`src/hw/wb_consts.svh`:
```
`ifndef WB_CONSTS_SVH
`define WB_CONSTS_SVH

// RV64 datapath width
`define WB_XLEN 64

// register index width and register count
`define WB_REG_ADDR_W 5
`define WB_NUM_GPR 32

// one strobe bit per data byte
`define WB_STRB_W 8

// APB address width
// addresses above this width are dropped at the bus
`define WB_PADDR_W 32

`endif

```
`src/hw/wb_pkg.sv`:
```
`include "wb_consts.svh"

package wb_pkg;

    // operation carried by an incoming instruction
    // loads first, then stores, so range checks stay simple
    typedef enum logic [3:0] {
        op_none,
        op_alu,
        op_lb,
        op_lh,
        op_lw,
        op_ld,
        op_lbu,
        op_lhu,
        op_lwu,
        op_sb,
        op_sh,
        op_sw,
        op_sd
    } mem_op_e;

    // controller states
    typedef enum logic [1:0] {
        st_idle,
        st_setup,
        st_access,
        st_commit
    } lsu_state_e;

    // one finished instruction from the execute side
    typedef struct packed {
        mem_op_e                    op;
        logic [`WB_REG_ADDR_W-1:0]  rd;
        logic [`WB_XLEN-1:0]        addr;
        logic [`WB_XLEN-1:0]        sdata;
        logic [`WB_XLEN-1:0]        result;
    } wb_req_t;

    // one retirement, also the register write port
    typedef struct packed {
        logic                       valid;
        logic                       wen;
        logic [`WB_REG_ADDR_W-1:0]  rd;
        logic [`WB_XLEN-1:0]        wdata;
    } wb_commit_t;

endpackage

```
`src/hw/store_align.sv`:
```
`timescale 1ns/1ns
`include "wb_consts.svh"

module store_align (
    input  wb_pkg::mem_op_e         op,
    input  logic [2:0]              offset,
    input  logic [`WB_XLEN-1:0]     sdata,
    output logic [`WB_XLEN-1:0]     wdata,
    output logic [`WB_STRB_W-1:0]   strb
);
    import wb_pkg::*;

    // byte offset turned into a bit shift
    logic [5:0] shamt;

    assign shamt = {offset, 3'b000};

    always_comb begin
        // loads, alu and bubbles write nothing
        wdata = '0;
        strb  = '0;
        case (op)
            op_sb: begin
                wdata = {56'b0, sdata[7:0]} << shamt;
                strb  = 8'h01 << offset;
            end
            op_sh: begin
                // offset is even here, so the pair never wraps
                wdata = {48'b0, sdata[15:0]} << shamt;
                strb  = 8'h03 << offset;
            end
            op_sw: begin
                // offset is 0 or 4
                wdata = {32'b0, sdata[31:0]} << shamt;
                strb  = 8'h0f << offset;
            end
            op_sd: begin
                // whole doubleword, offset is zero
                wdata = sdata;
                strb  = 8'hff;
            end
            default: begin
                wdata = '0;
                strb  = '0;
            end
        endcase
    end

endmodule

```
`src/hw/load_extract.sv`:
```
`timescale 1ns/1ns
`include "wb_consts.svh"

module load_extract (
    input  wb_pkg::mem_op_e         op,
    input  logic [2:0]              offset,
    input  logic [`WB_XLEN-1:0]     rdata,
    output logic [`WB_XLEN-1:0]     value
);
    import wb_pkg::*;

    logic [5:0]             shamt;
    logic [`WB_XLEN-1:0]    shifted;

    // addressed byte moved down to lane 0
    assign shamt   = {offset, 3'b000};
    assign shifted = rdata >> shamt;

    always_comb begin
        case (op)
            // signed loads
            op_lb: begin
                value = {{56{shifted[7]}}, shifted[7:0]};
            end
            op_lh: begin
                value = {{48{shifted[15]}}, shifted[15:0]};
            end
            op_lw: begin
                value = {{32{shifted[31]}}, shifted[31:0]};
            end
            // doubleword is always at offset zero
            op_ld: begin
                value = rdata;
            end
            // unsigned loads
            op_lbu: begin
                value = {56'b0, shifted[7:0]};
            end
            op_lhu: begin
                value = {48'b0, shifted[15:0]};
            end
            op_lwu: begin
                value = {32'b0, shifted[31:0]};
            end
            // stores and non-memory ops carry no load data
            default: begin
                value = '0;
            end
        endcase
    end

endmodule

```
`src/hw/lsu_ctrl.sv`:
```
`timescale 1ns/1ns
`include "wb_consts.svh"

module lsu_ctrl (
    input  logic                    clk,
    input  logic                    rst,
    input  logic                    req_valid,
    output logic                    req_ready,
    input  wb_pkg::wb_req_t         req,
    output logic                    psel,
    output logic                    penable,
    output logic                    pwrite,
    output logic [`WB_PADDR_W-1:0]  paddr,
    output logic [`WB_XLEN-1:0]     pwdata,
    output logic [`WB_STRB_W-1:0]   pstrb,
    input  logic [`WB_XLEN-1:0]     prdata,
    input  logic                    pready,
    output wb_pkg::wb_commit_t      commit
);
    import wb_pkg::*;

    lsu_state_e             state;
    lsu_state_e             state_nxt;
    wb_req_t                req_q;
    logic                   accept;
    logic                   req_is_mem;
    logic                   held_is_load;
    logic                   held_is_store;
    logic                   xfer_done;
    logic [`WB_XLEN-1:0]    load_value;

    function automatic logic is_load(mem_op_e op);
        return op inside {op_lb, op_lh, op_lw, op_ld, op_lbu, op_lhu, op_lwu};
    endfunction

    function automatic logic is_store(mem_op_e op);
        return op inside {op_sb, op_sh, op_sw, op_sd};
    endfunction

    // natural alignment by access size
    function automatic logic is_aligned(mem_op_e op, logic [2:0] lo);
        case (op)
            op_lh, op_lhu, op_sh: return lo[0] == 1'b0;
            op_lw, op_lwu, op_sw: return lo[1:0] == 2'b00;
            op_ld, op_sd:         return lo == 3'b000;
            default:              return 1'b1;
        endcase
    endfunction

    // single issue, only idle takes a new request
    assign req_ready     = (state == st_idle);
    assign accept        = req_valid && req_ready;
    assign req_is_mem    = is_load(req.op) || is_store(req.op);
    assign held_is_load  = is_load(req_q.op);
    assign held_is_store = is_store(req_q.op);
    assign xfer_done     = (state == st_access) && pready;

    always_comb begin
        state_nxt = state;
        case (state)
            st_idle: begin
                // alu and bubbles skip the bus
                if (accept) begin
                    state_nxt = req_is_mem ? st_setup : st_commit;
                end
            end
            st_setup:  state_nxt = st_access;
            st_access: begin
                if (pready) begin
                    state_nxt = st_commit;
                end
            end
            st_commit: state_nxt = st_idle;
            default:   state_nxt = st_idle;
        endcase
    end

    always_ff @(posedge clk) begin
        if (rst) begin
            state <= st_idle;
        end else begin
            state <= state_nxt;
        end
    end

    // held copy of the accepted instruction
    always_ff @(posedge clk) begin
        if (accept) begin
            req_q <= req;
        end
    end

    // commit is loaded on the edge that enters st_commit
    always_ff @(posedge clk) begin
        if (rst) begin
            commit <= '0;
        end else begin
            commit.valid <= 1'b0;
            if (accept && !req_is_mem) begin
                commit.valid <= 1'b1;
                commit.wen   <= (req.op == op_alu);
                commit.rd    <= req.rd;
                commit.wdata <= req.result;
            end else if (xfer_done) begin
                // load value sampled with pready, stores give zero here
                commit.valid <= 1'b1;
                commit.wen   <= held_is_load;
                commit.rd    <= req_q.rd;
                commit.wdata <= load_value;
            end
        end
    end

    // APB master side
    assign psel    = (state == st_setup) || (state == st_access);
    assign penable = (state == st_access);
    assign pwrite  = psel && held_is_store;
    assign paddr   = {req_q.addr[`WB_PADDR_W-1:3], 3'b000};

    store_align u_store_align (
        .op     (req_q.op),
        .offset (req_q.addr[2:0]),
        .sdata  (req_q.sdata),
        .wdata  (pwdata),
        .strb   (pstrb)
    );

    load_extract u_load_extract (
        .op     (req_q.op),
        .offset (req_q.addr[2:0]),
        .rdata  (prdata),
        .value  (load_value)
    );

    // a started transfer holds psel until the slave completes it
    a_psel_hold: assert property (@(posedge clk) disable iff (rst)
        psel && !(penable && pready) |=> psel);

    a_paddr_stable: assert property (@(posedge clk) disable iff (rst)
        psel && !(penable && pready) |=> $stable(paddr));

    // upstream only sends naturally aligned memory accesses
    a_req_aligned: assert property (@(posedge clk) disable iff (rst)
        accept && req_is_mem |-> is_aligned(req.op, req.addr[2:0]));

endmodule

```
`src/hw/retire_counter.sv`:
```
`timescale 1ns/1ns
`include "wb_consts.svh"

module retire_counter (
    input  logic                    clk,
    input  logic                    rst,
    input  logic                    commit_valid,
    output logic [`WB_XLEN-1:0]     instret
);

    // one step per retirement, bubbles included
    always_ff @(posedge clk) begin
        if (rst) begin
            instret <= '0;
        end else if (commit_valid) begin
            instret <= instret + 1'b1;
        end
    end

endmodule

```
`src/hw/gpr_file.sv`:
```
`timescale 1ns/1ns
`include "wb_consts.svh"

module gpr_file (
    input  logic                        clk,
    input  logic                        rst,
    input  wb_pkg::wb_commit_t          commit,
    input  logic [`WB_REG_ADDR_W-1:0]   rs_addr,
    output logic [`WB_XLEN-1:0]         rs_data
);

    logic [`WB_XLEN-1:0]    regs [`WB_NUM_GPR];
    logic                   we;

    // x0 is never a write target
    assign we = commit.valid && commit.wen && (commit.rd != '0);

    always_ff @(posedge clk) begin
        if (rst) begin
            for (int i = 0; i < `WB_NUM_GPR; i++) begin
                regs[i] <= '0;
            end
        end else if (we) begin
            regs[commit.rd] <= commit.wdata;
        end
    end

    // combinational read, x0 forced to zero
    assign rs_data = (rs_addr == '0) ? '0 : regs[rs_addr];

    a_x0_zero: assert property (@(posedge clk) disable iff (rst)
        regs[0] == '0);

endmodule

```
`src/hw/wb_stage.sv`:
```
`timescale 1ns/1ns
`include "wb_consts.svh"

module wb_stage (
    input  logic                        clk,
    input  logic                        rst,
    input  logic                        req_valid,
    output logic                        req_ready,
    input  wb_pkg::wb_req_t             req,
    output logic                        psel,
    output logic                        penable,
    output logic                        pwrite,
    output logic [`WB_PADDR_W-1:0]      paddr,
    output logic [`WB_XLEN-1:0]         pwdata,
    output logic [`WB_STRB_W-1:0]       pstrb,
    input  logic [`WB_XLEN-1:0]         prdata,
    input  logic                        pready,
    output wb_pkg::wb_commit_t          commit,
    output logic [`WB_XLEN-1:0]         instret,
    input  logic [`WB_REG_ADDR_W-1:0]   rs_addr,
    output logic [`WB_XLEN-1:0]         rs_data
);

    // request handshake, APB master and commit source
    lsu_ctrl u_lsu_ctrl (
        .clk        (clk),
        .rst        (rst),
        .req_valid  (req_valid),
        .req_ready  (req_ready),
        .req        (req),
        .psel       (psel),
        .penable    (penable),
        .pwrite     (pwrite),
        .paddr      (paddr),
        .pwdata     (pwdata),
        .pstrb      (pstrb),
        .prdata     (prdata),
        .pready     (pready),
        .commit     (commit)
    );

    // every commit counts, with or without a register write
    retire_counter u_retire_counter (
        .clk            (clk),
        .rst            (rst),
        .commit_valid   (commit.valid),
        .instret        (instret)
    );

    // commit doubles as the register write port
    gpr_file u_gpr_file (
        .clk        (clk),
        .rst        (rst),
        .commit     (commit),
        .rs_addr    (rs_addr),
        .rs_data    (rs_data)
    );

endmodule

```
`config.mk`:
```
export PLATFORM = sky130hd
export DESIGN_NAME = wb_stage
export DESIGN_NICKNAME = d
export VERILOG_FILES = /design/src/hw/wb_pkg.sv /design/src/hw/store_align.sv /design/src/hw/load_extract.sv /design/src/hw/lsu_ctrl.sv /design/src/hw/retire_counter.sv /design/src/hw/gpr_file.sv /design/src/hw/wb_stage.sv
export VERILOG_INCLUDE_DIRS = /design/src /design/src/hw
export SDC_FILE = /design/constraint.sdc
export NUM_CORES = 2
export LEC_CHECK = 0
export ABC_CLOCK_PERIOD_IN_PS = 9500
export BUFFER_PORTS_ARGS = -buffer_cell sky130_fd_sc_hd__buf_2
export CORE_MARGIN = 8
export CORE_UTILIZATION = 60
export DETAILED_ROUTE_END_ITERATION = 16
export HOLD_SLACK_MARGIN = 0.08
export PLACE_DENSITY_LB_ADDON = 0.08
export REMOVE_ABC_BUFFERS = 1
export SETUP_SLACK_MARGIN = 0.4
export SLEW_MARGIN = 5
export SYNTH_ARGS = -nofsm -noshare
export SYNTH_HDL_FRONTEND = slang
export SYNTH_HIERARCHICAL = 1
export SYNTH_SLANG_ARGS = --single-unit
```
`constraint.sdc`:
```
create_clock -name clk -period 9.5 [get_ports clk]
set_input_delay 1.9 -clock clk [delete_from_list [all_inputs] [get_ports clk]]
set_output_delay 1.9 -clock clk [all_outputs]
set_load 0.05 [all_outputs]
```
---- Word-level counts from Yosys, hierarchy flattened ----
Memories as Yosys holds them, arrays and structs flattened.
Index checks and enable logic that the tools add are counted.
storage, ports and cells
  input bits .............................. 274
  memory bits (writable) .................. 2,048
  output and inout bits ................... 307
  logic and storage cells ................. 84
  register bits after elaboration ......... 242
  memories ................................ 1
memories
  name             depth  width  read ports  clocked after memory_dff  write ports  RTL line        RTL
  u_gpr_file.regs  32     64     1           0                         32           gpr_file.sv:12  logic [`WB_XLEN-1:0] regs [`WB_NUM_GPR];
cells by class
  reduce and logical (&&, ||, !) cells .... 19
  equal/unequal tests ..................... 28
  add/subtract/negate cells ............... 1
  shift operators ......................... 7
  muxes and demuxes ....................... 18
operators by type and width
  kind                     count
  $pmux W64 S7             1
  $pmux W64 S4             1
  $mux W71                 2
  $mux W64                 2
  $add A64 B1 Y64 const B  1
  $reduce_or A64 Y1        1
  $shl A16 B6 Y64          1
  $shl A32 B6 Y64          1
  $shl A8 B6 Y64           1
  $shr A64 B6 Y32          1
  $eq A4 B4 Y1 const B     10
  $eq A4 B3 Y1 const B     8
  $pmux W8 S4              1
  $eq A4 B2 Y1 const B     4
  $reduce_bool A7 Y1       2
  $pmux W2 S4              1
  $reduce_bool A4 Y1       2
  $shl A1 B3 Y8 const A    1
  $shl A2 B3 Y8 const A    1
  $shl A4 B3 Y8 const A    1
  $logic_and A1 B1 Y1      6
  $mux W1                  6
  $mux W2                  3
  $logic_not A5 Y1         1
  other kinds (12)         14

---- Logic depth before layout (Yosys ltp) ----
  depth after elaboration ................. 7
  gate-level depth with buffers ........... 10
  mapped depth without buffers ............ 7

---- Modules after synthesis ----
Netlist, hierarchy kept.
modules (own cells, without submodules)
  module          area an instance (µm²)  seq. area each (µm²)  instances  cells an instance
  gpr_file        91,258.8                60,808.3              1          5,942
  lsu_ctrl        7,085.5                 4,614.4               1          579
  retire_counter  3,027.9                 1,281.2               1          347
  load_extract    2,294.7                 0.0                   1          330
  store_align     2,034.5                 0.0                   1          318

---- Worst setup path after synthesis ----
OpenSTA, ideal clock, no wires.
  kind .................................... input to output
  start point ............................. input port rs_addr[0]
  end point ............................... output port rs_data[17]
  path slack .............................. 3.471 ns
  buffers on the path ..................... 5
  arrival ................................. 4.129 ns
  cell stages on the path ................. 9
  data required time ...................... 7.600 ns
  cells stage by stage .................... buf_6 > buf_12 > buf_8 > buf_6 > or2_2 > clkbuf_1 > o22ai_1 > a211oi_1 > nor3_1
between the ends
  word-level cells in the longest chain between the ends .. 2
  elaborated cells on any way between the ends .. 3
  classes of those cells .................. mux (1); reduce/logical (1); memory (1)
ends and longest elaborated chain
  item                                                 RTL line        RTL
  from (decl)                                          wb_stage.sv:20  input logic [`WB_REG_ADDR_W-1:0] rs_addr,
  $mem_v2 Z32 W64 or $logic_not A5 Y1 (tied branches)  -
  $mux W64 (*)                                         gpr_file.sv:29  assign rs_data = (rs_addr == '0) ? '0 : regs[rs_addr];
  to (decl)                                            wb_stage.sv:21  output logic [`WB_XLEN-1:0] rs_data
Mark *: on every way between the ends. The rest lies on a longest branch, timed or not.

---- Final worst setup path ----
  start point ............................. input port rs_addr[0]
  end point ............................... output port rs_data[45]
The elaborated chain is that of the path after synthesis.

==> results.ini <==
[setup_path]
crit_start = rs_addr[0]
cp_num_buf_inv = 3
cp.depth = 7
path_max_fanout = 31
cp_cell_sequence = buf_8, nor2b_4, buf_4, a22oi_1, a31oi_1, nand4_1, buf_2
r2r_cells = 5
crit_path_max_incr_delay_ps = 790
timing.rr.start = u_lsu_ctrl/commit[70]
cp.arrival_ps = 5110
setup.worst_path.end = rs_data[45]
worst_path_max_delay_cell = a31oi_1
worstSetupPathType = in2out
cp.required_ps = 7600
start_kind = input port
timing.rr.end = u_gpr_file/regs[23][56]
worstSetupEndpointType = output port
crit_family = buffers and inverters
r2r_slack_ps = 4760

[pwr]
power.density_mw_per_mm2 = 204.7
vdd_ir_drop_max_v = 0.0002301
leakagePower_nw = 43.59

[finish]
multiInputGateArea_mm2 = 0.03566
finalNonFillerCells = 10290
seqCellArea_mm2 = 0.06670
syn2layout_area_growth_pct = 10.77
layout.nets = 8012
fillCellCount = 12540
drive_gt1_frac = 0.1982

[placed_design]
hpwlAfterDp_um = 203600
place.gp.congestion = 0.9167
port_buffers = 545
post-place-cells = 9844

[logic_synthesis]
synth.cell_area_mm2 = 0.1057
yosys.area.top_type = edfxtp_1
synth_edf_count = 2130
synth_cells = 7516
ys_types = 95
synth_area_leaders = edfxtp_1 61%, and2_1 12%, mux4_2 7.7%
yosysWarnings = 6
synth_common_cells = 2130 x edfxtp_1, 1997 x and2_1, 521 x clkbuf_1
synth.most_common_cell = edfxtp_1
synth-seq-cells = 2267
synth_area_per_cell_um2 = 14.06
synth_top_area_share = 0.6051
synthArstFlopShare = 0
ys.flop_type = edfxtp_1
synth.yosys.seq_area_share = 0.6311

[grt]
grt_antenna_before_repair = 42
grt_pass1_vias = 67870
track_usage = 0.3624
grt-ovfl-total = 0
grt_max_degree = 127
grt_pass1_wl_um = 495000

[timing]
finalMaxSlewViolations = 2
worst_pin_slew_ps = 1508
timing.final.hold_violations = 0
fin_crit_ps = 7011
fmaxAchievable_mhz = 142.6
max_slew_margin = -0.01169
final-setup-viol-count = 0
skew_ps = 33.49
rsz0062_at_grt = no
fin_crit_sh = 0.7380
finalSetupTns_ps = 0

[run]
drv_cap = 1

[clock_network]
post_cts_buffers = 0
cts-htree-levels = 4
cts_tree = yes
clock_sinks = 2267
cts_resized = 0
cts_root_buf = clkbuf_16
cts.clk_slew.worst_paths_ps = 60
clk_latency_ps = 870
cts-hold-fix-buffers = 0
max-clock-path-buffers = 3
cts_buffers = 228

[run_status]
violations = capacitance limit, slew limit
status = finished, violations left

[drt]
avgViaCountPerCell = 6.679
wl_um = 355500
drt-initial-drc-count = 10250
first_pass_iters = 6
met2WireLength_um = 163300
vias = 68710
drtAntennaViolNets = 0
wl_met3_um = 43070
wire_per_inst_um = 34.55
m1WireLength_um = 120800
top_layer_used = met5
drc_errors = 0

[floorplanning]
die_x_um = 435.7
io_pins = 581
die_y_um = 435.7
initial_core_util = 0.6022
core_area_mm2 = 0.1755
rows = 154
die_area_mm2 = 0.1899

[worst_hold_path]
hold_path_class = reg2reg

-- cell usage in the layout (no fill, tap or decap), types with 35 or more instances in the layout --
cell type  netlist  final
edfxtp_1      2130   2130
and2_1        1997   1996
buf_2           94    540
mux4_2         363    363
mux2i_1        329    329
nand2_1        288    286
clkbuf_16        0    233
a22oi_1        196    196
buf_4           75    177
nand3_1        173    173
dfxtp_1        137    137
a211oi_1        82     82
nor2_1          99     76
nand4_1         75     75
a22o_1          72     72
a21oi_1         71     71
a311oi_1        70     70
o21ai_0         64     64
clkbuf_1       521     57
a31oi_1         53     53
clkinv_1         1     51
conb_1           2     44
o22ai_1         37     37
clkinv_2         0     35
-- cells by family after synthesis --
logic type | after synthesis | share of synthesized area
mux | 723 | 0.1119
xor+xnor | 39 | 0.003232
buf+inv | 812 | 0.03686
compound gates | 790 | 0.05478
other cells | 2 | 0.00007105
fa+ha+maj | 4 | 0.0004735
flops | 2267 | 0.6311
simple gates | 2879 | 0.1616
-- flip-flops by register name, summed over array words and instances (netlist names) --
signal and cells:
u_gpr_file/regs 2025, u_lsu_ctrl/commit 71, u_lsu_ctrl/paddr 29, u_lsu_ctrl/req_q 76
u_lsu_ctrl/state 2, u_retire_counter/instret 64
-- worst min-delay path by stage --
stage,cells past startpoint,to,startpoint,slack (ps)
final,2,u_lsu_ctrl/commit[60],u_lsu_ctrl/commit[60],490
after global placement,2,u_retire_counter/instret[59],u_retire_counter/instret[59],480
after global routing,2,u_lsu_ctrl/commit[15],u_lsu_ctrl/commit[15],520
after CTS,2,u_lsu_ctrl/commit[60],u_lsu_ctrl/commit[60],490
after detailed placement,2,u_lsu_ctrl/commit[60],u_lsu_ctrl/commit[60],480
after floorplan,2,u_lsu_ctrl/state[0],u_lsu_ctrl/state[0],490
-- report_power, final --
group | total (mW) | switching [mW] | internal, mW
logic | 3.29 | 2.45 | 0.836
registers | 11.7 | 0.336 | 11.4
clock network | 8.96 | 3.83 | 5.12
total | 24.0 | 6.62 | 17.3
-- worst reg2reg max path: stages (launching register included) --
cell and delay (ps):
dfxtp_1 710, and3b_1 460, nand3_2 390, nor2_4 1010, or2_4 740, buf_4 950
-- through the flow --
step,instance area [um2],hold WS (ps),total power [mW],util,setup WS (ps)
CTS,117000,488.3,23.97,0.6667,2496
global route,117100,517.7,24.52,0.6669,2350
floorplan,102100,488.2,13.65,-,2372
detailed placement,109700,479.7,15.15,0.6248,2495
global placement,109700,477.7,15.09,0.6248,2495
finish,117100,492.3,23.97,0.6670,2489
-- cell type report --
cell class,count,area share
clock buffer,297,0.05245
inverter,28,0.0009190
timing repair buffer,730,0.03653
sequential,2267,0.5697
antenna,19,0.0004061
multi-input combinational,4479,0.3046
tap,2340,0.02501
clock inverter,127,0.01040
-- metal layers --
metal / global-route usage / vias to the layer above
met3: 0.08511 / 1035
met2: 0.5677 / 5088
li1: - / 28160
met4: 0.2409 / 8
met1: 0.4529 / 34420
met5: 0 / -
(Power assumes the default switching activity.)
